File: src/logic/mm_pkg.sv
package mm_pkg;

    // basic data types of the memory system
    typedef logic [31:0] word_t;
    typedef logic [3:0]  be_t;
    typedef logic [4:0]  irq_id_t;

    // memory-mapped control locations
    localparam word_t ADDR_STATUS     = 32'h2000_0000;
    localparam word_t ADDR_EXIT       = 32'h2000_0004;
    localparam word_t ADDR_TIMER_MASK = 32'h1500_0000;
    localparam word_t ADDR_TIMER_CNT  = 32'h1500_0004;

    // values written to the status location by the test program
    localparam word_t STATUS_PASS_CODE = 32'd123456789;
    localparam word_t STATUS_FAIL_CODE = 32'd1;

    // timer interrupt id, which is also its enable bit in the mask
    localparam irq_id_t TIMER_IRQ_ID = 5'd7;

    // requester whose RAM response comes back next
    typedef enum logic [1:0] {
        OWN_NONE,
        OWN_INSTR,
        OWN_DATA
    } owner_e;

    // where the data-port response is taken from
    typedef enum logic {
        RESP_RAM,
        RESP_CTRL
    } resp_sel_e;

endpackage
File: src/logic/mem_req_if.sv
`timescale 1ns/1ps

interface mem_req_if #(
    parameter int RAM_ADDR_WIDTH = 12
);
    import mm_pkg::*;

    // request side
    logic                      req;
    logic [RAM_ADDR_WIDTH-1:0] addr;
    logic                      we;
    be_t                       be;
    word_t                     wdata;

    // response side
    logic                      gnt;
    logic                      rvalid;
    word_t                     rdata;

    modport requester (
        output req, addr, we, be, wdata,
        input  gnt, rvalid, rdata
    );

    modport responder (
        input  req, addr, we, be, wdata,
        output gnt, rvalid, rdata
    );

endinterface

File: src/logic/data_decoder.sv
`timescale 1ns/1ps

module data_decoder #(
    parameter int RAM_ADDR_WIDTH = 12
) (
    input  logic          clk_i,
    input  logic          rst_ni,

    input  logic          data_req_i,
    input  mm_pkg::word_t data_addr_i,
    input  logic          data_we_i,
    input  mm_pkg::be_t   data_be_i,
    input  mm_pkg::word_t data_wdata_i,
    output logic          data_gnt_o,
    output logic          data_rvalid_o,
    output mm_pkg::word_t data_rdata_o,

    mem_req_if.requester  data_bus,

    output logic          status_we_o,
    output logic          exit_we_o,
    output logic          timer_mask_we_o,
    output logic          timer_cnt_we_o,
    output mm_pkg::word_t ctrl_wdata_o
);
    import mm_pkg::*;

    // first byte address beyond the RAM
    localparam word_t RAM_LIMIT = word_t'(2 ** RAM_ADDR_WIDTH);

    logic      is_ram;
    logic      ctrl_write;
    logic      local_valid_q;
    resp_sel_e resp_sel_d;
    resp_sel_e resp_sel_q;

    assign is_ram = (data_addr_i < RAM_LIMIT);

    // RAM accesses go through the arbiter
    assign data_bus.req   = data_req_i & is_ram;
    assign data_bus.addr  = data_addr_i[RAM_ADDR_WIDTH-1:0];
    assign data_bus.we    = data_we_i;
    assign data_bus.be    = data_be_i;
    assign data_bus.wdata = data_wdata_i;

    // everything outside the RAM is accepted at once
    assign data_gnt_o = is_ram ? data_bus.gnt : data_req_i;

    // strobes for the control locations
    assign ctrl_write      = data_req_i & data_we_i & ~is_ram;
    assign status_we_o     = ctrl_write && (data_addr_i == ADDR_STATUS);
    assign exit_we_o       = ctrl_write && (data_addr_i == ADDR_EXIT);
    assign timer_mask_we_o = ctrl_write && (data_addr_i == ADDR_TIMER_MASK);
    assign timer_cnt_we_o  = ctrl_write && (data_addr_i == ADDR_TIMER_CNT);
    assign ctrl_wdata_o    = data_wdata_i;

    always_comb begin
        if (data_req_i && is_ram) begin
            resp_sel_d = RESP_RAM;
        end else begin
            resp_sel_d = RESP_CTRL;
        end
    end

    always_ff @(posedge clk_i or negedge rst_ni) begin
        if (!rst_ni) begin
            resp_sel_q    <= RESP_CTRL;
            local_valid_q <= 1'b0;
        end else begin
            resp_sel_q    <= resp_sel_d;
            // non-RAM accesses answer one cycle after the grant
            local_valid_q <= data_req_i & ~is_ram;
        end
    end

    // control and unmapped locations read as zero
    always_comb begin
        unique case (resp_sel_q)
            RESP_RAM: begin
                data_rvalid_o = data_bus.rvalid;
                data_rdata_o  = data_bus.rdata;
            end
            default: begin
                data_rvalid_o = local_valid_q;
                data_rdata_o  = '0;
            end
        endcase
    end

endmodule

File: src/flat_wrapper.sv
// flat-port wrapper written by rule: the top's interface ports become plain ports
module data_decoder_flat import mm_pkg::*;
#(
    parameter int RAM_ADDR_WIDTH = 12
)
  (clk_i, rst_ni, data_req_i, data_addr_i, data_we_i, data_be_i, data_wdata_i, data_gnt_o, data_rvalid_o, data_rdata_o, status_we_o, exit_we_o, timer_mask_we_o, timer_cnt_we_o, ctrl_wdata_o, data_bus_req, data_bus_addr, data_bus_we, data_bus_be, data_bus_wdata, data_bus_gnt, data_bus_rvalid, data_bus_rdata);
  mem_req_if #(.RAM_ADDR_WIDTH(RAM_ADDR_WIDTH)) data_bus_i ();
  input  logic clk_i;
  input  logic rst_ni;
  input  logic data_req_i;
  input  mm_pkg::word_t data_addr_i;
  input  logic data_we_i;
  input  mm_pkg::be_t data_be_i;
  input  mm_pkg::word_t data_wdata_i;
  output logic data_gnt_o;
  output logic data_rvalid_o;
  output mm_pkg::word_t data_rdata_o;
  output logic status_we_o;
  output logic exit_we_o;
  output logic timer_mask_we_o;
  output logic timer_cnt_we_o;
  output mm_pkg::word_t ctrl_wdata_o;
  output wire logic [$bits(data_bus_i.req)-1:0] data_bus_req;
  output wire logic [$bits(data_bus_i.addr)-1:0] data_bus_addr;
  output wire logic [$bits(data_bus_i.we)-1:0] data_bus_we;
  output wire logic [$bits(data_bus_i.be)-1:0] data_bus_be;
  output wire logic [$bits(data_bus_i.wdata)-1:0] data_bus_wdata;
  input wire logic [$bits(data_bus_i.gnt)-1:0] data_bus_gnt;
  input wire logic [$bits(data_bus_i.rvalid)-1:0] data_bus_rvalid;
  input wire logic [$bits(data_bus_i.rdata)-1:0] data_bus_rdata;
  assign data_bus_req = data_bus_i.req;
  assign data_bus_addr = data_bus_i.addr;
  assign data_bus_we = data_bus_i.we;
  assign data_bus_be = data_bus_i.be;
  assign data_bus_wdata = data_bus_i.wdata;
  assign data_bus_i.gnt = data_bus_gnt;
  assign data_bus_i.rvalid = data_bus_rvalid;
  assign data_bus_i.rdata = data_bus_rdata;
  data_decoder #(.RAM_ADDR_WIDTH(RAM_ADDR_WIDTH)) u_core (.clk_i(clk_i), .rst_ni(rst_ni), .data_req_i(data_req_i), .data_addr_i(data_addr_i), .data_we_i(data_we_i), .data_be_i(data_be_i), .data_wdata_i(data_wdata_i), .data_gnt_o(data_gnt_o), .data_rvalid_o(data_rvalid_o), .data_rdata_o(data_rdata_o), .data_bus(data_bus_i), .status_we_o(status_we_o), .exit_we_o(exit_we_o), .timer_mask_we_o(timer_mask_we_o), .timer_cnt_we_o(timer_cnt_we_o), .ctrl_wdata_o(ctrl_wdata_o));
endmodule
File: config.mk
export PLATFORM = sky130hd
export DESIGN_NAME = data_decoder_flat
export DESIGN_NICKNAME = d
export VERILOG_FILES = /design/src/logic/mm_pkg.sv /design/src/logic/mem_req_if.sv /design/src/logic/data_decoder.sv /design/src/flat_wrapper.sv
export SDC_FILE = /design/constraint.sdc
export NUM_CORES = 1
export LEC_CHECK = 0
export ABC_CLOCK_PERIOD_IN_PS = 1300
export BUFFER_PORTS_ARGS = -buffer_cell sky130_fd_sc_hd__buf_2
export CAP_MARGIN = 20
export CORE_AREA = 2 2 87 89
export DETAILED_ROUTE_END_ITERATION = 10
export DIE_AREA = 0 0 89 91
export GPL_TIMING_DRIVEN = 0
export HOLD_SLACK_MARGIN = 0.15
export MAX_ROUTING_LAYER = met4
export SLEW_MARGIN = 25
export SYNTH_ARGS = -nofsm -noshare
export SYNTH_HDL_FRONTEND = slang
export SYNTH_SLANG_ARGS = --single-unit
export TNS_END_PERCENT = 100
File: constraint.sdc
create_clock -name clk_i -period 1.3 [get_ports clk_i]
set_input_delay 0.13 -clock clk_i [delete_from_list [all_inputs] [get_ports clk_i]]
set_output_delay 0.13 -clock clk_i [all_outputs]
set_load 0.005 [all_outputs]
# ---- Word-level counts from Yosys, hierarchy flattened
# Index checks and enable logic that the tools add are counted.
dict set report totals {
  regBits 2
  inputBits 106
}
dict set report classes {
  magnitude_cmp 1
  n_eq_ne 4
  muxes 4
  n_bitwise 5
  reduce_logical 5
}
# op n
set op_table {}
lappend op_table {{equality test 32 x 29 -> 1 bit (second input constant)} 2}
lappend op_table {{equality test 32 x 30 -> 1 bit (second input constant)} 2}
lappend op_table {{less-than comparator 32 x 13 -> 1 bit (second input constant)} 1}
lappend op_table {{two-way mux 32 bit} 1}
lappend op_table {{logical AND 1 bit} 5}
lappend op_table {{AND 1 bit} 4}
lappend op_table {{two-way mux 1 bit} 3}
lappend op_table {{inverter 1 bit} 1}

# ---- Depth between registers and ports, before layout
dict set report logic_depth {
  word_depth 4
  mapped_depth 4
  ltp_nobuf 4
}

# ---- Least setup slack after synthesis
# No wires, ideal clock.
dict set report synth_timing {
  path_kind {input port to output port}
  from {in data_addr_i[15]}
  to {out data_gnt_o}
  arrival_time_ns 1.271
  required_time_ns 1.170
  path_slack_ns -0.101
  cell_stages 3
  cell_sequence {or4_4 nor4_2 mux2_1}
}
dict set report synth_via {
  elab_chain_len 2
}
# element line
set synth_lines {}
lappend synth_lines {{start: declaration} flat_wrapper.sv:11} ;# input mm_pkg::word_t data_addr_i;
lappend synth_lines {{less-than comparator 32 x 13 -> 1 bit} data_decoder.sv:37} ;# assign is_ram = (data_addr_i < RAM_LIMIT);
lappend synth_lines {{two-way mux 1 bit} data_decoder.sv:47} ;# assign data_gnt_o = is_ram ? data_bus.gnt : data_req_i;
lappend synth_lines {{end: declaration} flat_wrapper.sv:15} ;# output logic data_gnt_o;
# No other way between the ends.

# ---- Final worst setup path
dict set report layout_timing {
  from {in data_addr_i[23]}
  to {out data_gnt_o}
}
# The elaborated chain is that of the path after synthesis.

==> reports/qor.yml <==
synth:
  synth_area_per_cell_um2: 7.343
  ys_seq_area_share_pct: 4.818
  yosysWarnings: 0
  async_reset_ff_share_pct: 100.0
  synth_cell_type_count: 21
  netlist_area_um2: 1065
  synth-edff-count: 0
  syn_nets: 251
  yosysMostFrequentCell: "buf_4"
  synth_top_area_share_pct: 57.11
  synth-seq-cells: 2
  ys_top_cells_by_area: "buf_4 57%, nor2b_1 19%, nor4_1 2.9%"
  ys.flop_type: "dfstp_2"
  synth_commonest_cells: "81 x buf_4, 33 x nor2b_1, 5 x nor4_1"
  synth_top_cell_by_area: "buf_4"
  syn_inst: 145
cts:
  cts_tree: "built"
  clk_pin_slew_ns: 0.03
  clock-sinks: 2
  cts.path.max_buffers: 2
  root_buffer: "clkbuf_8"
  cts_max_level: 1
  cts_buffers: 3
sta:
  period_minus_slack_ns: 1.617
  hold_violations: 0
  finalCritPeriodShare_pct: 124.4
  setup_viol: 39
  fmax_mhz: 618.5
  max_slew_margin_pct: 67.36
  rsz0062_at_grt: "yes"
  worst_pin_slew_ns: 0.4851
  whs_ns: 0.2205
  setup_slack_ns: -0.3168
  slew_viol_final: 0
worst_setup_path:
  critPathKind: "in2out"
  critPathMaxFanout: 2
  start_kind: "primary input"
  critPathRequiredTime_ns: 1.17
  cp.arrival_ns: 1.49
  cp-end-kind: "output port"
global_route:
  grt_pass1_vias: 1526
  grt_max_degree: 6
  antenna_found_initial: 0
  grt_pass1_wl_um: 6382
  track_usage_pct: 10.14
  overflow: 0
placed_design:
  portBuffers: 189
  dp.final_hpwl_um: 3884
  dpl_cell_area_um2: 2206
  gp_congestion: 0.6890
final_layout:
  area_delta_synth_final_pct: 144.1
  diodes: 0
  fillers: 755
  drive_gt1_share_pct: 90.86
  num-nets-final: 457
  fin_area_um2: 2599
status:
  status: "finished with violations"
  violations: "negative setup slack"
routing:
  routed_wl_um: 4557
  drc: 0
  wl_per_cell_um: 10.15
  ant_nets: 0
  drt_iter0_markers: 13
  first_pass_iters: 4
  via_per_inst: 3.499
  vias: 1571
power_and_ir_drop:
  cellInternalPower_mw: 0.6331
  p_sw_share_pct: 24.25
  p_leak_nw: 1.551
  irDropWorstVdd_v: 0.0001327
  p_sw_mw: 0.2027
  seqPwrFrac_pct: 7.8
  clkPwrFrac_pct: 31.1
  power_frac_comb_pct: 61.1
  p_per_area_nw_per_um2: 321.6
floorplan:
  rows: 31
  coreArea_um2: 7137
  dieArea_um2: 8099
  die_x_um: 89
  io_pins: 226
  initial_core_util_pct: 14.92
  die_h_um: 91
min_path:
  hold_class: "in2reg"
job:
  drv_cap: 0
## metal layers
| metal | global-route usage, % | share of wire [%] |
|---|---|---|
| met5 | - | 0 |
| met4 | 3.358 | 0.92 |
| met3 | 0.5455 | 9.5 |
| met2 | 20.40 | 56 |
| met1 | 9.880 | 34 |
## cell families after synthesis
| group | share of synthesized area, % |
|---|---|
| buffers and inverters | 58.87 |
| and+or+nand+nor | 34.20 |
| muxes | 2.115 |
| DFF | 4.818 |
## what timing repair did
| item | 4_1_cts | 5_1_grt |
|---|---|---|
| pin swaps | 4 | 0 |
| setup buffers | 8 | 0 |
| cloned | 3 | 0 |
| endpoints found under the hold margin | 3 | 0 |
| endpoints found under the setup margin | 37 | 41 |
| hold buffers | 2 | 0 |
| gates resized for setup | 26 | 35 |
## worst paths after layout
path	depth (start not counted)	endpoint	start	slack [ns]
max	6	data_gnt_o	data_addr_i[23]	-0.32
min	2	u_core.local_valid_q	data_req_i	0.22
max in group asynchronous	2	u_core.resp_sel_q	rst_ni	0.85
min in group asynchronous	2	u_core.local_valid_q	rst_ni	0.26
## critical path: stages
cell	delay [ns]
buf_2	0.11
nor4_4	0.26
nand3_2	0.14
nor4_4	0.39
mux2_4	0.34
buf_6	0.11
## per-stage QoR
step	setup TNS, ns	setup WS [ns]	utilization [%]	total power [mW]	instances
detailed placement	-1.877	-0.4106	30.91	0.5496	433
CTS	-3.975	-0.3388	34.62	0.8426	450
global placement	-1.705	-0.4119	30.91	0.5416	433
floorplan	-0.1397	-0.03684	-	0.3029	145
finish	-2.542	-0.3168	36.41	0.8358	449
global route	-5.083	-0.4029	36.41	0.9025	449
## cell type report
class	instances	area [um2]	area share [%]
tap	99	123.9	4.767
inverter	2	7.507	0.2889
sequential	2	51.30	1.974
multi-input combinational	57	579.3	22.29
clock buffer	4	45.04	1.733
buffer	84	653.1	25.13
timing repair buffer	201	1139	43.81
## power groups by stage
stage                     registers (mW)  logic, mW  clock network [mW]
after floorplan                   0.0652      0.238                   0
after global placement            0.0657      0.476                   0
after detailed placement          0.0657      0.484                   0
after CTS                         0.0652      0.503               0.275
after global routing              0.0655      0.553               0.284
final                             0.0652      0.511               0.260
## registers in the layout, indices dropped and copies added, names as in the netlist
| signal | cells |
|---|---|
| u_core.local_valid_q | 1 |
| u_core.resp_sel_q | 1 |
## layout by cell type (no fill, tap or decap), types with 3 or more instances in the layout
cell type / n
buf_4: 83
nor2b_1: 18
nor4_4: 4
buf_8: 6
clkbuf_8: 3
buf_2: 180
buf_6: 14
nor2b_4: 13
(Power assumes the default switching activity.)
