==> config.mk <==
export PLATFORM = sky130hd
export DESIGN_NAME = mem_arbiter_flat
export DESIGN_NICKNAME = d
export VERILOG_FILES = /design/src/logic/mm_pkg.sv /design/src/logic/mem_req_if.sv /design/src/logic/mem_arbiter.sv /design/src/flat_wrapper.sv
export SDC_FILE = /design/constraint.sdc
export NUM_CORES = 1
export LEC_CHECK = 0
export ABC_AREA = 1
export BUFFER_PORTS_ARGS = -buffer_cell sky130_fd_sc_hd__buf_2
export CAP_MARGIN = 15
export CORE_AREA = 3 3 97 99
export DETAILED_ROUTE_END_ITERATION = 7
export DIE_AREA = 0 0 100 102
export HOLD_SLACK_MARGIN = 0.15
export SLEW_MARGIN = 20
export SYNTH_ARGS = -nofsm -noshare
export SYNTH_HDL_FRONTEND = slang
export SYNTH_SLANG_ARGS = --single-unit
==> constraint.sdc <==
create_clock -name clk_i -period 0.8 [get_ports clk_i]
set_input_delay 0 -clock clk_i [delete_from_list [all_inputs] [get_ports clk_i]]
set_output_delay 0 -clock clk_i [all_outputs]
set_load 0.02 [all_outputs]
==> src/logic/mm_pkg.sv <==
package mm_pkg;

    // basic data types of the memory system
    typedef logic [31:0] word_t;
    typedef logic [3:0]  be_t;
    typedef logic [4:0]  irq_id_t;

    // memory-mapped control locations
    localparam word_t ADDR_STATUS     = 32'h2000_0000;
    localparam word_t ADDR_EXIT       = 32'h2000_0004;
    localparam word_t ADDR_TIMER_MASK = 32'h1500_0000;
    localparam word_t ADDR_TIMER_CNT  = 32'h1500_0004;

    // values written to the status location by the test program
    localparam word_t STATUS_PASS_CODE = 32'd123456789;
    localparam word_t STATUS_FAIL_CODE = 32'd1;

    // timer interrupt id, which is also its enable bit in the mask
    localparam irq_id_t TIMER_IRQ_ID = 5'd7;

    // requester whose RAM response comes back next
    typedef enum logic [1:0] {
        OWN_NONE,
        OWN_INSTR,
        OWN_DATA
    } owner_e;

    // where the data-port response is taken from
    typedef enum logic {
        RESP_RAM,
        RESP_CTRL
    } resp_sel_e;

endpackage
==> src/logic/mem_req_if.sv <==
`timescale 1ns/1ps

interface mem_req_if #(
    parameter int RAM_ADDR_WIDTH = 12
);
    import mm_pkg::*;

    // request side
    logic                      req;
    logic [RAM_ADDR_WIDTH-1:0] addr;
    logic                      we;
    be_t                       be;
    word_t                     wdata;

    // response side
    logic                      gnt;
    logic                      rvalid;
    word_t                     rdata;

    modport requester (
        output req, addr, we, be, wdata,
        input  gnt, rvalid, rdata
    );

    modport responder (
        input  req, addr, we, be, wdata,
        output gnt, rvalid, rdata
    );

endinterface

==> src/logic/mem_arbiter.sv <==
`timescale 1ns/1ps

module mem_arbiter #(
    parameter int RAM_ADDR_WIDTH = 12
) (
    input logic              clk_i,
    input logic              rst_ni,
    mem_req_if.responder     instr_bus,
    mem_req_if.responder     data_bus,
    mem_req_if.requester     ram_bus
);
    import mm_pkg::*;

    logic                      data_sel;
    logic                      data_gnt;
    logic                      instr_gnt;
    logic [RAM_ADDR_WIDTH-1:0] sel_addr;
    owner_e                    owner_d;
    owner_e                    owner_q;

    // data port has fixed priority over instruction fetches
    assign data_sel = data_bus.req;

    always_comb begin
        if (data_sel) begin
            sel_addr = data_bus.addr;
        end else begin
            sel_addr = instr_bus.addr;
        end
    end

    assign ram_bus.req   = data_bus.req | instr_bus.req;
    assign ram_bus.addr  = sel_addr;
    assign ram_bus.we    = data_sel ? data_bus.we : instr_bus.we;
    assign ram_bus.be    = data_sel ? data_bus.be : instr_bus.be;
    assign ram_bus.wdata = data_sel ? data_bus.wdata : instr_bus.wdata;

    assign data_gnt  = data_bus.req & ram_bus.gnt;
    assign instr_gnt = instr_bus.req & ~data_bus.req & ram_bus.gnt;

    assign data_bus.gnt  = data_gnt;
    assign instr_bus.gnt = instr_gnt;

    // remember who gets the response in the next cycle
    always_comb begin
        if (data_gnt) begin
            owner_d = OWN_DATA;
        end else if (instr_gnt) begin
            owner_d = OWN_INSTR;
        end else begin
            owner_d = OWN_NONE;
        end
    end

    always_ff @(posedge clk_i or negedge rst_ni) begin
        if (!rst_ni) begin
            owner_q <= OWN_NONE;
        end else begin
            owner_q <= owner_d;
        end
    end

    // only the owner of the read in flight sees the response
    assign data_bus.rvalid  = ram_bus.rvalid && (owner_q == OWN_DATA);
    assign data_bus.rdata   = (owner_q == OWN_DATA) ? ram_bus.rdata : '0;
    assign instr_bus.rvalid = ram_bus.rvalid && (owner_q == OWN_INSTR);
    assign instr_bus.rdata  = (owner_q == OWN_INSTR) ? ram_bus.rdata : '0;

endmodule

==> src/flat_wrapper.sv <==
// flat-port wrapper written by rule: the top's interface ports become plain ports
module mem_arbiter_flat import mm_pkg::*;
#(
    parameter int RAM_ADDR_WIDTH = 12
)
  (clk_i, rst_ni, instr_bus_req, instr_bus_addr, instr_bus_we, instr_bus_be, instr_bus_wdata, instr_bus_gnt, instr_bus_rvalid, instr_bus_rdata, data_bus_req, data_bus_addr, data_bus_we, data_bus_be, data_bus_wdata, data_bus_gnt, data_bus_rvalid, data_bus_rdata, ram_bus_req, ram_bus_addr, ram_bus_we, ram_bus_be, ram_bus_wdata, ram_bus_gnt, ram_bus_rvalid, ram_bus_rdata);
  mem_req_if #(.RAM_ADDR_WIDTH(RAM_ADDR_WIDTH)) instr_bus_i ();
  mem_req_if #(.RAM_ADDR_WIDTH(RAM_ADDR_WIDTH)) data_bus_i ();
  mem_req_if #(.RAM_ADDR_WIDTH(RAM_ADDR_WIDTH)) ram_bus_i ();
  input logic clk_i;
  input logic rst_ni;
  input wire logic [$bits(instr_bus_i.req)-1:0] instr_bus_req;
  input wire logic [$bits(instr_bus_i.addr)-1:0] instr_bus_addr;
  input wire logic [$bits(instr_bus_i.we)-1:0] instr_bus_we;
  input wire logic [$bits(instr_bus_i.be)-1:0] instr_bus_be;
  input wire logic [$bits(instr_bus_i.wdata)-1:0] instr_bus_wdata;
  output wire logic [$bits(instr_bus_i.gnt)-1:0] instr_bus_gnt;
  output wire logic [$bits(instr_bus_i.rvalid)-1:0] instr_bus_rvalid;
  output wire logic [$bits(instr_bus_i.rdata)-1:0] instr_bus_rdata;
  input wire logic [$bits(data_bus_i.req)-1:0] data_bus_req;
  input wire logic [$bits(data_bus_i.addr)-1:0] data_bus_addr;
  input wire logic [$bits(data_bus_i.we)-1:0] data_bus_we;
  input wire logic [$bits(data_bus_i.be)-1:0] data_bus_be;
  input wire logic [$bits(data_bus_i.wdata)-1:0] data_bus_wdata;
  output wire logic [$bits(data_bus_i.gnt)-1:0] data_bus_gnt;
  output wire logic [$bits(data_bus_i.rvalid)-1:0] data_bus_rvalid;
  output wire logic [$bits(data_bus_i.rdata)-1:0] data_bus_rdata;
  output wire logic [$bits(ram_bus_i.req)-1:0] ram_bus_req;
  output wire logic [$bits(ram_bus_i.addr)-1:0] ram_bus_addr;
  output wire logic [$bits(ram_bus_i.we)-1:0] ram_bus_we;
  output wire logic [$bits(ram_bus_i.be)-1:0] ram_bus_be;
  output wire logic [$bits(ram_bus_i.wdata)-1:0] ram_bus_wdata;
  input wire logic [$bits(ram_bus_i.gnt)-1:0] ram_bus_gnt;
  input wire logic [$bits(ram_bus_i.rvalid)-1:0] ram_bus_rvalid;
  input wire logic [$bits(ram_bus_i.rdata)-1:0] ram_bus_rdata;
  assign instr_bus_i.req = instr_bus_req;
  assign instr_bus_i.addr = instr_bus_addr;
  assign instr_bus_i.we = instr_bus_we;
  assign instr_bus_i.be = instr_bus_be;
  assign instr_bus_i.wdata = instr_bus_wdata;
  assign instr_bus_gnt = instr_bus_i.gnt;
  assign instr_bus_rvalid = instr_bus_i.rvalid;
  assign instr_bus_rdata = instr_bus_i.rdata;
  assign data_bus_i.req = data_bus_req;
  assign data_bus_i.addr = data_bus_addr;
  assign data_bus_i.we = data_bus_we;
  assign data_bus_i.be = data_bus_be;
  assign data_bus_i.wdata = data_bus_wdata;
  assign data_bus_gnt = data_bus_i.gnt;
  assign data_bus_rvalid = data_bus_i.rvalid;
  assign data_bus_rdata = data_bus_i.rdata;
  assign ram_bus_req = ram_bus_i.req;
  assign ram_bus_addr = ram_bus_i.addr;
  assign ram_bus_we = ram_bus_i.we;
  assign ram_bus_be = ram_bus_i.be;
  assign ram_bus_wdata = ram_bus_i.wdata;
  assign ram_bus_i.gnt = ram_bus_gnt;
  assign ram_bus_i.rvalid = ram_bus_rvalid;
  assign ram_bus_i.rdata = ram_bus_rdata;
  mem_arbiter #(.RAM_ADDR_WIDTH(RAM_ADDR_WIDTH)) u_core (.clk_i(clk_i), .rst_ni(rst_ni), .instr_bus(instr_bus_i), .data_bus(data_bus_i), .ram_bus(ram_bus_i));
endmodule
== Word level (Yosys, flattened, before mapping) ==
Cells that the tools add are included.

* Reductions and logical operators: 2
* Mux-type cells: 8
* Bitwise operators: 5
* Equality and inequality tests: 2

{| class="wikitable"
|+ Operator list
! operator !! number
|-
| 32-bit two-way mux || 3
|-
| 12-bit two-way mux || 1
|-
| 4-bit two-way mux || 1
|-
| 1-bit AND || 3
|-
| 2-bit by 1-bit == test with 1-bit output (second input constant) || 1
|-
| 2-bit == test (second input constant) || 1
|-
| 1-bit logical AND || 2
|-
| 1-bit two-way mux || 2
|-
| 2-bit two-way mux || 1
|-
| 1-bit inverter || 1
|-
| 1-bit OR || 1
|}

* Output and inout bits: 118
* Logic and storage cells: 18
* Input bits: 136
* Register bits: 2

== Depth between registers and ports, before layout ==
* Depth in word-level cells: 5
* Mapped depth: 6

== Worst setup path after synthesis ==
Ideal clock, no wire load.

* Kind: reg2out
* Start: reg u_core.owner_q[0]
* End: out data_bus_rdata[10]
* Data required time: 0.800 ns
* Setup slack: -0.157 ns
* Arrival time: 0.957 ns
* Stages on the path, launching flop included: 5
* Cells stage by stage: dfrtp_1 inv_1 nand2_1 buf_2 nor2_1

* Cells in the longest elaborated chain, start to end: 2

{| class="wikitable"
|+ RTL lines
! item !! line !! text
|-
| from (decl) || mem_arbiter.sv:19 || <nowiki>owner_e owner_q;</nowiki>
|-
| from (signal assigned) || mem_arbiter.sv:59 || <nowiki>owner_q <= owner_d;</nowiki>
|-
| 2-bit == test || mem_arbiter.sv:65 || <nowiki>assign data_bus.rdata = (owner_q == OWN_DATA) ? ram_bus.rdata : '0;</nowiki>
|-
| 32-bit two-way mux || mem_arbiter.sv:65 ||
|-
| to (decl) || flat_wrapper.sv:27 || <nowiki>output wire logic [$bits(data_bus_i.rdata)-1:0] data_bus_rdata;</nowiki>
|}

No other way between the ends.

== Worst setup path in the final report ==
* Start: reg u_core.owner_q[1]
* End: out data_bus_rdata[16]

Same word-level chain as after synthesis.

==> flow_summary.ini <==
[outcome]
status = complete, but fails checks
violations = negative setup slack

[finish]
multi_input_area_sq_um = 1330
largestRegisters = u_core.owner_q (2)
largest_reg_flops = 2
syn_to_final_growth_pct = 238
fillers = 825
regArea_sq_um = 51.3
antenna_cells = 0
nets = 675
top_register = u_core.owner_q
drive_gt1_share_pct = 64.8

[synthesis]
yosys_warnings = 0
seq_area_frac_synth_pct = 4.48
avgSynthCellArea_sq_um = 4.05
yosysTopAreaCell = nand2_1
ys_types = 9
synthTopCellsByArea = nand2_1 (51%), nor2_1 (23%), inv_1 (12%)
synth_seq_cells = 2
synthCells = 276
synth_nets = 412
netlist_area_sq_um = 1120
yosys.area.top_type_share_pct = 50.7

[floorplanning]
fp.dieH_microns = 102
num_rows = 34
ios = 254
die_w_microns = 100
core_sq_um = 8640
fp.dieArea_sq_um = 10200
start_util_pct = 12.9

[place]
place_worst_setup_slack_ps = -250
portBuffers = 253
dp_hpwl_microns = 6560
gp_congestion = 0.786

[worst_hold_path]
hold_path_class = primary input to flop

[timing]
min_period_ps = 1220
max_freq_mhz = 819
finalSetupViolations = 66
min_period_over_period_pct = 153
grt_setup_unrepaired = true
setup_ws_ps = -421
timing.final.max_slew_violations = 0
worst_pin_slew_ps = 199
hold_viol_final = 0
max-slew-margin-rel_pct = 86.7

[clock_network]
cts_tree = built
clock-root-buffer = clkbuf_8
clockBufferDepth = 2
path_clk_slew_ps = 30
cts_inserted_buffers = 3
hold_buffers = 3
cts_sinks = 2
htreeDepth = 1

[power]
clkPwrFrac_pct = 15.2
power_frac_seq_pct = 4.3
p_comb_share_pct = 80.5
total_power_w = 0.00258
p_per_area_nw_per_um2 = 682
switchingPower_w = 0.00124
p_int_w = 0.00133
vdd_ir_drop_max_mv = 0.353
leakage_nw = 2.20
swShare_pct = 48.3

[flow_run]
maxCapViolCount = 0

[route]
vias = 2529
wire_per_inst_microns = 12.5
drtIter0Drc = 39
firstDrtPassIters = 4
viasPerCell = 3.92
drc = 0
postRouteAntennaNets = 0
drt-total-wl_microns = 8040

[global_route]
grt_usage_pct = 14.5
antenna_found_initial = 0
grt_max_degree = 26
first_global_vias = 2437
grt.overflow.total = 0
grt_pass1_wl_microns = 11900

[worst_setup_path]
critPathKind = flop to output pin
end_kind = output pin
path_max_fanout = 10
arrival_ps = 1220
endpoint = data_bus_rdata[16]
crit_required_ps = 800
start_kind = flop
startpoint = u_core.owner_q[1]
layer usage:
metal / track usage (%) / vias up / share of wire [%]
li1: - / 1303 / -
met1: 16.3 / 1072 / 36
met2: 27.8 / 150 / 53
met3: 3.48 / 4 / 10
met4: 2.80 / 0 / 0.62
met5: 0 / - / 0
worst min path at each step:
stage / startpoint / end / slack (ps) / depth (start not counted)
global placement: rst_ni / u_core.owner_q[1] / -220 / 1
floorplan: rst_ni / u_core.owner_q[0] / -300 / 0
finish: ram_bus_gnt / u_core.owner_q[1] / 70 / 3
detailed placement: rst_ni / u_core.owner_q[0] / -210 / 1
global route: ram_bus_gnt / u_core.owner_q[1] / 100 / 3
CTS: ram_bus_gnt / u_core.owner_q[1] / 70 / 3
final cells by class:
cell class | count | share of cell area (%)
timing repair buffer | 275 | 55.0
sequential | 2 | 1.36
multi-input combinational | 220 | 35.3
clock buffer | 3 | 1.09
tap | 108 | 3.58
inverter | 37 | 3.68
worst max-delay path, cell delays in order (launching register included):
cell	delay [ps]
dfrtp_2	400
buf_6	130
nand2_8	110
buf_16	190
nor2_4	50
buf_6	130
cell families after synthesis:
group | share of synthesized area (%)
AND/OR/NAND/NOR | 74.1
buffers and inverters | 21.4
flip-flops | 4.48
placed cells by master, fill, tap and decap left out:
master / netlist / final
buf_2: 14 / 184
inv_1: 36 / 34
nor2_2: 0 / 3
dfrtp_1: 2 / 1
inv_2: 1 / 3
buf_6: 2 / 67
nor2_1: 68 / 3
dlygate4sd3_1: 0 / 2
clkbuf_4: 0 / 1
or2_2: 1 / 1
dfrtp_2: 0 / 1
nand2_8: 0 / 2
clkbuf_16: 0 / 1
buf_4: 1 / 7
clkbuf_8: 0 / 3
nor2_4: 0 / 62
nand2_1: 151 / 149
buf_16: 0 / 5
buf_12: 0 / 8
per-stage QoR:
stage / area (sq um) / hold WS [ps] / setup TNS, ps / std cells / utilization (%)
2_1_floorplan: 1630 / -296 / -4150 / 276 / -
3_5_place_dp: 3070 / -214 / -12960 / 630 / 35.6
3_3_place_gp: 3070 / -215 / -12060 / 630 / 35.6
6_report: 3780 / 66.9 / -25710 / 645 / 43.8
4_1_cts: 3730 / 73.3 / -26190 / 645 / 43.2
5_1_grt: 3780 / 100 / -28690 / 645 / 43.8
power by group through the flow:
| stage | Sequential [W] | Combinational, W | Clock [W] |
|---|---|---|---|
| finish | 0.000111 | 0.00207 | 0.000391 |
| global route | 0.000112 | 0.00223 | 0.000414 |
| CTS | 0.000111 | 0.00205 | 0.000408 |
| detailed placement | 0.000112 | 0.00180 | 0 |
| global placement | 0.000112 | 0.00178 | 0 |
| floorplan | 0.000110 | 0.00104 | 0 |
cell usage after synthesis:
master / number
inv_1: 36
buf_4: 1
nand2_1: 151
nor2_1: 68
inv_2: 1
dfrtp_1: 2
or2_2: 1
buf_2: 14
buf_6: 2
repair_timing:
action,CTS,global route
endpoints found under the setup margin,66,74
buffers inserted,5,0
endpoints found under the hold margin,4,1
cloned,4,1
pin swaps,3,0
gates resized for setup,141,12
Power figures use the tool's default switching activity.
