===== src/logic/mm_pkg.sv =====
package mm_pkg;

    // basic data types of the memory system
    typedef logic [31:0] word_t;
    typedef logic [3:0]  be_t;
    typedef logic [4:0]  irq_id_t;

    // memory-mapped control locations
    localparam word_t ADDR_STATUS     = 32'h2000_0000;
    localparam word_t ADDR_EXIT       = 32'h2000_0004;
    localparam word_t ADDR_TIMER_MASK = 32'h1500_0000;
    localparam word_t ADDR_TIMER_CNT  = 32'h1500_0004;

    // values written to the status location by the test program
    localparam word_t STATUS_PASS_CODE = 32'd123456789;
    localparam word_t STATUS_FAIL_CODE = 32'd1;

    // timer interrupt id, which is also its enable bit in the mask
    localparam irq_id_t TIMER_IRQ_ID = 5'd7;

    // requester whose RAM response comes back next
    typedef enum logic [1:0] {
        OWN_NONE,
        OWN_INSTR,
        OWN_DATA
    } owner_e;

    // where the data-port response is taken from
    typedef enum logic {
        RESP_RAM,
        RESP_CTRL
    } resp_sel_e;

endpackage

===== src/logic/sim_ctrl_regs.sv =====
`timescale 1ns/1ps

module sim_ctrl_regs (
    input  logic            clk_i,
    input  logic            rst_ni,

    input  logic            status_we_i,
    input  logic            exit_we_i,
    input  logic            timer_mask_we_i,
    input  logic            timer_cnt_we_i,
    input  mm_pkg::word_t   ctrl_wdata_i,

    input  mm_pkg::irq_id_t irq_id_i,
    input  logic            irq_ack_i,

    output logic            tests_passed_o,
    output logic            tests_failed_o,
    output logic            exit_valid_o,
    output mm_pkg::word_t   exit_value_o,
    output logic            irq_timer_o
);
    import mm_pkg::*;

    logic  passed_q;
    logic  failed_q;
    logic  exit_valid_q;
    word_t exit_value_q;
    word_t timer_mask_q;
    word_t timer_cnt_q;
    logic  irq_timer_q;

    // status and exit pulses follow the write by one cycle
    always_ff @(posedge clk_i or negedge rst_ni) begin
        if (!rst_ni) begin
            passed_q     <= 1'b0;
            failed_q     <= 1'b0;
            exit_valid_q <= 1'b0;
        end else begin
            passed_q     <= status_we_i && (ctrl_wdata_i == STATUS_PASS_CODE);
            failed_q     <= status_we_i && (ctrl_wdata_i == STATUS_FAIL_CODE);
            exit_valid_q <= exit_we_i;
        end
    end

    always_ff @(posedge clk_i) begin
        if (exit_we_i) begin
            exit_value_q <= ctrl_wdata_i;
        end
    end

    // countdown timer holds while it is being written
    always_ff @(posedge clk_i or negedge rst_ni) begin
        if (!rst_ni) begin
            timer_mask_q <= '0;
            timer_cnt_q  <= '0;
            irq_timer_q  <= 1'b0;
        end else begin
            if (timer_mask_we_i) begin
                timer_mask_q <= ctrl_wdata_i;
            end else if (timer_cnt_we_i) begin
                timer_cnt_q <= ctrl_wdata_i;
            end else begin
                if (timer_cnt_q > 0) begin
                    timer_cnt_q <= timer_cnt_q - 1;
                end
                // fire on the step from one to zero
                if (timer_cnt_q == 1 && timer_mask_q[TIMER_IRQ_ID]) begin
                    irq_timer_q <= 1'b1;
                end
            end
            if (irq_ack_i && (irq_id_i == TIMER_IRQ_ID)) begin
                irq_timer_q <= 1'b0;
            end
        end
    end

    assign tests_passed_o = passed_q;
    assign tests_failed_o = failed_q;
    assign exit_valid_o   = exit_valid_q;
    assign exit_value_o   = exit_value_q;
    assign irq_timer_o    = irq_timer_q;

endmodule


===== config.mk =====
export PLATFORM = sky130hd
export DESIGN_NAME = sim_ctrl_regs
export DESIGN_NICKNAME = d
export VERILOG_FILES = /design/src/logic/mm_pkg.sv /design/src/logic/sim_ctrl_regs.sv
export SDC_FILE = /design/constraint.sdc
export NUM_CORES = 1
export LEC_CHECK = 0
export ABC_AREA = 1
export BUFFER_PORTS_ARGS = -buffer_cell sky130_fd_sc_hd__buf_2
export CAP_MARGIN = 40
export CORE_ASPECT_RATIO = 0.6
export CORE_UTILIZATION = 50
export CTS_CLUSTER_DIAMETER = 100
export DETAILED_ROUTE_END_ITERATION = 10
export PLACE_DENSITY = 0.74
export SYNTH_ARGS = -nofsm -noshare
export SYNTH_HDL_FRONTEND = slang
export SYNTH_SLANG_ARGS = --single-unit

===== constraint.sdc =====
create_clock -name clk_i -period 2 [get_ports clk_i]
set_clock_uncertainty 0.15 [all_clocks]
set_input_delay 0.1 -clock clk_i [delete_from_list [all_inputs] [get_ports clk_i]]
set_output_delay 0.1 -clock clk_i [all_outputs]
set_load 0.005 [all_outputs]

After elaboration in Yosys (flattened, before gate mapping)
Cells that the tools add are included.
{"block": "totals", "wordCells": 30, "ff_bits": 76, "output_inout_bits": 36}
{"block": "classes", "order_cmp": 1, "n_addsub": 1, "reduce_logical": 8, "n_bitwise": 1, "eq_ne": 6, "mux": 6}
{"cell": "$eq A32 B1 Y1 const B", "count": 2}
{"cell": "$mux W32", "count": 2}
{"cell": "$eq A32 B27 Y1 const B", "count": 1}
{"cell": "$gt A32 B1 Y1 const B", "count": 1}
{"cell": "$sub A32 B1 Y32 const B", "count": 1}
{"cell": "$eq A5 B3 Y1 const B", "count": 1}
{"cell": "$logic_and A1 B1 Y1", "count": 4}
{"cell": "$mux W1", "count": 4}
{"cell": "$ne A2 B1 Y1 const B", "count": 2}
{"cell": "$reduce_bool A2 Y1", "count": 2}
{"cell": "$reduce_and A3 Y1", "count": 1}
{"cell": "$reduce_and A2 Y1", "count": 1}
{"cell": "$not A1 Y1", "count": 1}

Longest topological paths before layout
Gate-level depths: netlist (run 1).
{"block": "depth", "ltp_word": 6, "mapped_depth": 12, "ltp_nobuf": 11}

Worst setup path before layout (run 1)
OpenSTA, ideal clock, no wires.
{"block": "synth_timing", "kind": "register to register", "startpoint": "reg timer_cnt_q[0]", "endpoint": "reg timer_cnt_q[27]", "setup_ps": 116, "path_stages_with_launch": 13, "setup_slack_ps": 235, "required_ps": 1734, "arrival_ps": 1499, "path_cell_list": "dfrtp_1 inv_1 ha_1 nand2_2 inv_2 nand2_4 nor2_8 nand2_4 nand2_4 buf_6 nor2_1 nand2_1 nand2_1"}
{"block": "synth_between", "elab_chain_cells": 3}
{"element": "from (decl)", "line": "sim_ctrl_regs.sv:29", "source": "word_t timer_cnt_q;"}
{"element": "from (signal assigned)", "line": "sim_ctrl_regs.sv:61", "source": "timer_cnt_q <= ctrl_wdata_i;"}
{"element": "from (signal assigned)", "line": "sim_ctrl_regs.sv:64", "source": "timer_cnt_q <= timer_cnt_q - 1;"}
{"element": "$sub A32 B1 Y32 or $gt A32 B1 Y1 (tied branches)", "line": "sim_ctrl_regs.sv:64, sim_ctrl_regs.sv:63"}
{"element": "$mux W32 or $reduce_bool A2 Y1 (tied branches)"}
{"element": "$mux W32 or $reduce_and A2 Y1 (tied branches)"}
Several ways; a longest one is shown, not always the timed one. The select of a mux whose other input is x is not followed.
A chain may end at the register's enable or synchronous reset.

Worst setup path after layout (run 1)
{"block": "layout_timing", "startpoint": "reg timer_cnt_q[1]", "endpoint": "reg timer_cnt_q[28]"}
The elaborated chain is that of the path after synthesis.

==> reports/qor.txt, run 1 <==
Combinational Power Share: 19.4%
Most frequent standard cell in the layout excluding fill and tap cells: sky130_fd_sc_hd__nand2_1
Number of instances in the synthesized netlist: 533
Post-detailed-placement cell area: 4560 um^2
Area of the mapped netlist: 4000 um^2
Buffer cell driving the clock tree root: sky130_fd_sc_hd__clkbuf_16
Placement Rows: 24
Pre-CTS worst setup slack: -109 ps
Number of violations of the max-capacitance limit: 0
Longest Clk Path Bufs: 2
Clock buffers created by TritonCTS: 9
Fraction of the yosys area taken by sequential cells: 47.2%
Internal power: 3.19 mW
Antenna violations before repair: 0
Aggregate negative setup slack: 0 ps
Period minus WS final: 1920 ps
Layout Utilization: 71.1%
Synthesized-area fraction occupied by adder cells: 0.626%
Via count of the first global-routing pass: 3870
DR pass1 iterations: 5
Proportion of layout cells with a drive suffix above 1: 22.0%
Post-detailed-placement half-perimeter wirelength: 8440 um
Die Y-Extent: 71.3 um
CP endpoint kind: register
Port buffer count: 79
Count of endpoints failing hold in the final timing report: 0
Wire length per cell: 16.2 um
Source of the critical timing path: timer_cnt_q[1]
Clock slew at reported path FFs: 60 ps
Routability congestion estimate from global placement: 0.933
Post-layout total power: 4.52 mW
Via count: 4111
Net count of the mapped netlist: 579
HP Start: timer_cnt_we_i
Post-route insts no fill: 772
Total grt overflow: 0
Antenna Diode Count: 0
Horizontal die dimension: 117 um
Status: finished, final reports clean
Crit-path max FO: 20
Number of H-tree branching levels: 3
Global-route usage over all layers: 31.3%
Complex-gate fraction of the synthesized area: 5.10%
Die ar.: 8370 um^2
Final period util: 96.2%
Number of distinct library cells after synthesis: 31
Sequential group share of total power: 39.5%
Placeable Area: 7510 um^2
Flip-flop and latch count after synthesis: 69
WP data required: 2080 ps
Starting density of the core: 53.3%
Critical path startpoint category: register
Sw frac: 29.3%
Setup CP Type: reg -> reg
Actual slew at the worst max-slew pin: 767 ps
Synthesized area per cell: 7.50 um^2
CP Data Arrival Time: 2000 ps
Share of synthesized area spent on multiplexers: 0%
Routed Wire Length: 12500 um
Summed area of non-filler cells in the final layout: 5340 um^2
Synth Area in XOR/XNOR: 0.876%
Dominant combinational cell family by area after synthesis: simple AND/OR/NAND/NOR gates
Syn-to-layout area delta: 33.5%
Count of final max-slew check failures: 0
Antenna-violating nets left: 0
Post-DR vias/cell: 5.33
Critical R2R Launch: timer_cnt_q[1]
Sink count of the clock tree: 69
TritonCTS clock tree: built
1st-iter DRT viols: 396
Maximum clock frequency: 520 MHz
Power share of the clock group: 41.1%
Highest-count cells in the layout ignoring fill and taps: 174 x sky130_fd_sc_hd__nand2_1, 92 x sky130_fd_sc_hd__nor2_1, 79 x sky130_fd_sc_hd__buf_2
Placed Instances: 715
Maximum vdd ir drop: 425 uV
Unrepaired setup endpoints after global routing: yes
Worst hold margin: 52.3 ps
YS warnings: 0
Worst skew pair latency: 340 ps
Share of synthesized cell area in and, or, nand and nor gates: 38.8%
Maximum number of pins on one net before global-route repair: 34
Cell leakage power: 2.60 nW
EDFF count, synth: 32
Power density over the cells: 846 nW/um^2
Count of pins on the block boundary: 80
Share of synthesized flip-flops with an asynchronous set or reset: 53.6%
Number of nets in the final layout: 709
First-pass GRT wire length: 19800 um
Max transition margin: 48.9%
Setup-violating endpoint count in the final report: 0
Net switching power: 1.32 mW
Final Worst Setup Slack: 76.8 ps
Class of the most critical hold timing path: in -> reg
Most frequently used flop master after synthesis: sky130_fd_sc_hd__dfrtp_1
Number of design rule violations left after detail routing: 0
==> per-layer routing <==
metal | GRT usage [%] | wire length [um] | vias up
met4 | 11.1 | 204 | 0
met2 | 45.3 | 5160 | 242
li1 | - | - | 1956
met3 | 7.64 | 1370 | 22
met1 | 46.0 | 5760 | 1891
met5 | 0 | 0 | -
==> power groups by stage <==
stage	clock network (mW)	logic (mW)	registers, mW
final	1.86	0.877	1.78
after floorplan	0	0.474	1.76
after detailed placement	0	0.772	1.79
after global routing	1.92	0.975	1.80
after global placement	0	0.749	1.79
after CTS	1.86	0.838	1.77
==> critical path: stages, from the launching register on <==
cell and delay, ps:
sky130_fd_sc_hd__dfrtp_1 380, sky130_fd_sc_hd__inv_1 150, sky130_fd_sc_hd__ha_4 160, sky130_fd_sc_hd__nand2_2 110, sky130_fd_sc_hd__inv_4 110, sky130_fd_sc_hd__nand2_4 70
sky130_fd_sc_hd__nor2_8 150, sky130_fd_sc_hd__nand2_4 70, sky130_fd_sc_hd__nand2_4 90, sky130_fd_sc_hd__buf_12 150, sky130_fd_sc_hd__nor2_1 70, sky130_fd_sc_hd__nand2_1 80
sky130_fd_sc_hd__nand2_1 50
==> worst paths after layout <==
check / to / slack, ps / depth (start not counted)
min: timer_cnt_q[17] / 50 / 4
max: timer_cnt_q[28] / 80 / 12
max in group asynchronous: timer_cnt_q[28] / 1100 / 3
min reg2reg: timer_mask_q[7] / 350 / 2
min in group asynchronous: irq_timer_o / 110 / 2
max reg2reg: timer_cnt_q[28] / 80 / 12
==> state kept, by name (all words and copies together), names as in the netlist <==
signal,flops
tests_passed_o,1
timer_mask_q,1
exit_valid_o,1
exit_value_o,32
tests_failed_o,1
irq_timer_o,1
timer_cnt_q,32
==> area by class of cell <==
class	instances	area [um^2]
clock buffer	10	229
inverter	54	205
tap	104	130
clock inverter	6	111
fill	598	2170
multi-input combinational	398	1860
timing repair buffer	131	916
sequential	69	1890
==> timing repair <==
item,4_1_cts,5_1_grt
hold buffers,37,0
buffers inserted,0,3
gates resized for setup,3,8
gates cloned,1,0
endpoints found under the setup margin,17,17
endpoints found under the hold margin,86,0
pin swaps,1,4
==> Yosys cell counts, types with 6 or more instances <==
cell	n	area share, %
sky130_fd_sc_hd__nor3_1	9	1.1
sky130_fd_sc_hd__o21ai_1	11	1.4
sky130_fd_sc_hd__dfrtp_1	37	23
sky130_fd_sc_hd__buf_6	6	1.7
sky130_fd_sc_hd__o21ai_0	16	2.0
sky130_fd_sc_hd__nand2_2	6	0.94
sky130_fd_sc_hd__clkbuf_1	6	0.56
sky130_fd_sc_hd__nand2_1	174	16
sky130_fd_sc_hd__edfxtp_1	32	24
sky130_fd_sc_hd__nand4_1	8	1.3
sky130_fd_sc_hd__nand3_1	36	4.5
sky130_fd_sc_hd__nor2_1	96	9.0
sky130_fd_sc_hd__nor4_1	6	0.94
sky130_fd_sc_hd__inv_1	47	4.4
==> kinds of logic (layout without fill, tap and decap cells) <==
kind of cell,Yosys count,after routing
AND/OR/NAND/NOR,355,355
flip-flops,69,69
buffers and inverters,67,201
AO/OA/AOI/OAI,36,37
XOR/XNOR,4,4
adder cells (fa/ha/maj),2,2
(Power assumes the default switching activity.)
==> run 2, diff against run 1 <==
ABC_AREA = default   (was 1)
PLACE_DENSITY = 0.75   (was 0.74)
clock period = 2.2 ns   (was 2 ns; I/O delays follow)
==> reports/qor.txt, run 2 <==
Status: finished with violations (was finished, final reports clean)
Violated checks: setup timing
CP Data Arrival Time: 2520 ps (was 2000 ps)
Class of the most critical hold timing path: in -> reg (unchanged)
Synthesized area per cell: 10.5 um^2 (was 7.50 um^2)
Critical-path cell list: or4_4, or2_4, buf_4, nor3_4, buf_6, a21oi_4, o21ai_0, a22o_1 (was inv_1, ha_4, nand2_2, inv_4, nand2_4, nor2_8, nand2_4, nand2_4, buf_12, nor2_1, nand2_1, nand2_1)
Library cell contributing the largest single delay on the critical path: sky130_fd_sc_hd__or4_4 (was sky130_fd_sc_hd__dfrtp_1)
Fraction of the yosys area taken by sequential cells: 55.6% (was 47.2%)
Actual slew at the worst max-slew pin: 752 ps (was 767 ps)
Number of violations of the max-capacitance limit: 0 (unchanged)
Aggregate negative setup slack: -3970 ps (was 0 ps)
Buf+Inv Stages, Crit Path: 2 (was 3)
Cell type contributing the most total cell area after synthesis: sky130_fd_sc_hd__edfxtp_1 (unchanged)
Power density over the cells: 764 nW/um^2 (was 846 nW/um^2)
Net count of the mapped netlist: 368 (was 579)
Count of endpoints failing hold in the final timing report: 0 (unchanged)
Top-area cell type share of the netlist area: 28.3% (was 24.0%)
Critical path startpoint category: register (unchanged)
Period minus WS final: 2410 ps (was 1920 ps)
Number of distinct library cells after synthesis: 54 (was 31)
Top cells by area in the synthesized netlist: sky130_fd_sc_hd__edfxtp_1 28%, sky130_fd_sc_hd__dfrtp_1 27%, sky130_fd_sc_hd__o21ai_0 4.4%, sky130_fd_sc_hd__a21oi_1 4.1%, sky130_fd_sc_hd__nor2_1 3.3% (was sky130_fd_sc_hd__edfxtp_1 24%, sky130_fd_sc_hd__dfrtp_1 23%, sky130_fd_sc_hd__nand2_1 16%, sky130_fd_sc_hd__nor2_1 9.0%, sky130_fd_sc_hd__nand3_1 4.5%)
Highest-count cells in the layout ignoring fill and taps: 79 x sky130_fd_sc_hd__buf_2, 69 x sky130_fd_sc_hd__buf_4, 37 x sky130_fd_sc_hd__dlygate4sd3_1 (was 174 x sky130_fd_sc_hd__nand2_1, 92 x sky130_fd_sc_hd__nor2_1, 79 x sky130_fd_sc_hd__buf_2)
Count of final max-slew check failures: 0 (unchanged)
Layout Utilization: 84.4% (was 71.1%)
Worst skew pair latency: 340 ps (about the same)
Number of H-tree branching levels: 3 (unchanged)
Syn-to-layout area delta: 57.7% (was 33.5%)
Antenna violations before repair: 0 (unchanged)
Via count: 3886 (was 4111)
Most numerous cell types in the synthesized netlist: 37 x sky130_fd_sc_hd__dfrtp_1, 32 x sky130_fd_sc_hd__edfxtp_1, 30 x sky130_fd_sc_hd__nor2_1, 30 x sky130_fd_sc_hd__o21ai_0, 28 x sky130_fd_sc_hd__a21oi_1 (was 174 x sky130_fd_sc_hd__nand2_1, 96 x sky130_fd_sc_hd__nor2_1, 47 x sky130_fd_sc_hd__inv_1)
Unrepaired setup endpoints after global routing: yes (unchanged)
Placement Rows: 22 (was 24)
Most frequent standard cell in the layout excluding fill and tap cells: sky130_fd_sc_hd__buf_2 (was sky130_fd_sc_hd__nand2_1)
1st-iter DRT viols: 532 (was 396)
First-pass GRT wire length: 19300 um (was 19800 um)
Clock buffers created by TritonCTS: 9 (unchanged)
Final period util: 110% (was 96.2%)
Kind of cell adding the most delay to the critical path: simple AND/OR/NAND/NOR gates (unchanged)
Number of instances in the synthesized netlist: 322 (was 533)
Setup-violating endpoint count in the final report: 31 (was 0)
Number of design rule violations left after detail routing: 0 (unchanged)
Die Y-Extent: 65.8 um (was 71.3 um)
Total grt overflow: 0 (unchanged)
Sink count of the clock tree: 69 (unchanged)
Antenna-violating nets left: 0 (unchanged)
Number of filler cells placed in the layout: 293 (was 598)
Post-detailed-placement half-perimeter wirelength: 7570 um (was 8440 um)
Routability congestion estimate from global placement: 0.948 (was 0.933)
Crit-path max FO: 8 (was 20)
Final Worst Setup Slack: -215 ps (was 76.8 ps)
Longest Clk Path Bufs: 2 (unchanged)
Cell leakage power: 2.22 nW (was 2.60 nW)
Routed Wire Length: 13600 um (was 12500 um)
Starting density of the core: 53.6% (was 53.3%)
Pre-CTS worst setup slack: -287 ps (was -109 ps)
Maximum vdd ir drop: 612 uV (was 425 uV)
Most repeated cell in the gate-level netlist after synthesis: sky130_fd_sc_hd__dfrtp_1 (was sky130_fd_sc_hd__nand2_1)
Via count of the first global-routing pass: 3659 (was 3870)
Global-route usage over all layers: 37.8% (was 31.3%)
Post-DR vias/cell: 6.47 (was 5.33)
Clock slew at reported path FFs: 60 ps (about the same)
Port buffer count: 79 (unchanged)
WP data required: 2310 ps (was 2080 ps)
DR pass1 iterations: 7 (was 5)
Wire length per cell: 22.6 um (was 16.2 um)
Buffer cell driving the clock tree root: sky130_fd_sc_hd__clkbuf_16 (unchanged)
Maximum clock frequency: 414 MHz (was 520 MHz)
TritonCTS clock tree: built (unchanged)
Flip-flop and latch count after synthesis: 69 (unchanged)
Die ar.: 7130 um^2 (was 8370 um^2)
Biggest cell delay along the critical path: 540 ps (was 380 ps)
Horizontal die dimension: 108 um (was 117 um)
Number of nets in the final layout: 558 (was 709)
YS warnings: 0 (unchanged)
Most frequently used flop master after synthesis: sky130_fd_sc_hd__dfrtp_1 (unchanged)
Antenna Diode Count: 0 (unchanged)
Proportion of layout cells with a drive suffix above 1: 41.8% (was 22.0%)
Area of the mapped netlist: 3390 um^2 (was 4000 um^2)
Max transition margin: 49.9% (was 48.9%)
Placeable Area: 6330 um^2 (was 7510 um^2)
Maximum number of pins on one net before global-route repair: 65 (was 34)
Setup CP Type: reg -> reg (unchanged)
Count of pins on the block boundary: 80 (unchanged)
Share of synthesized flip-flops with an asynchronous set or reset: 53.6% (unchanged)
CP endpoint kind: register (unchanged)
EDFF count, synth: 32 (unchanged)
==> run 2: cell types whose count changed after synthesis, moves of 6 or more <==
cell / change
sky130_fd_sc_hd__a21oi_1: +24
sky130_fd_sc_hd__a22oi_1: +8
sky130_fd_sc_hd__inv_1: -40
sky130_fd_sc_hd__nand2_1: -156
sky130_fd_sc_hd__nand3_1: -32
sky130_fd_sc_hd__nor2_1: -66
sky130_fd_sc_hd__nor3_1: +10
sky130_fd_sc_hd__o21ai_0: +14
sky130_fd_sc_hd__o21ai_1: -6
sky130_fd_sc_hd__o22ai_1: +6
==> run 2: metrics by stage <==
step	cells	total power, mW	cell area [um^2]	hold slack [ps]
finish	601	4.09	5350	47.0
global route	601	4.20	5350	65.1
CTS	592	3.95	5160	32.0
detailed placement	525	2.27	4280	-108
global placement	524	2.24	4260	126
floorplan	322	1.90	3400	-336
==> run 2: logic make-up (layout without fill, tap and decap cells) <==
| family | count (synthesis) | after routing | share of synthesized area [%] |
|---|---|---|---|
| AO/OA/AOI/OAI | 105 | 106 | 19.4 |
| adder cells (fa/ha/maj) | 2 | 2 | 0.738 |
| buffers and inverters | 24 | 218 | 3.28 |
| flip-flops | 69 | 69 | 55.6 |
| multiplexers | 3 | 3 | 0.923 |
| AND/OR/NAND/NOR | 119 | 119 | 20.0 |
==> run 2: cell type report <==
class                           instances  area, um^2  share of cell area, %
Clock buffer                           11         243                   4.54
Clock inverter                          5        83.8                   1.57
Inverter                                7        26.3                  0.491
Multi-Input combinational cell        230        1580                   29.6
Sequential cell                        69        1890                   35.3
Tap cell                               84         105                   1.97
Timing Repair Buffer                  195        1420                   26.5
==> run 2: power by group <==
group	switching, mW	leakage (nW)	internal (mW)
clock	0.564	0.152	1.03
sequential	0.117	0.760	1.50
combinational	0.471	1.30	0.412
total	1.15	2.22	2.93
==> run 2: final timing paths <==
kind / start / to / slack [ps] / depth (start not counted)
worst max-delay path: timer_cnt_q[27] / timer_cnt_q[26] / -210 / 8
worst min-delay path: timer_mask_we_i / timer_cnt_q[8] / 50 / 2
worst max register to register: timer_cnt_q[27] / timer_cnt_q[26] / -210 / 8
worst min register to register: timer_mask_q[7] / timer_mask_q[7] / 370 / 1
max in group asynchronous: rst_ni / timer_cnt_q[2] / 1370 / 3
min in group asynchronous: rst_ni / timer_cnt_q[5] / 80 / 2
==> run 2: layer usage <==
metal / track usage [%] / wire length (um) / vias up
met4: 18.9 / 586 / 0
li1: - / - / 1623
met5: 0 / 0 / -
met1: 47.0 / 5130 / 1827
met2: 56.9 / 5740 / 354
met3: 15.8 / 2140 / 82
==> run 2: timing repair <==
action                                 in CTS  in global routing
buffers inserted                           13                  9
hold buffers                               37                  0
gates resized for setup                    19                 32
pin swaps                                   7                  9
gates cloned                                1                  1
endpoints found under the hold margin      83                  0
setup endpoints to repair                  31                 33
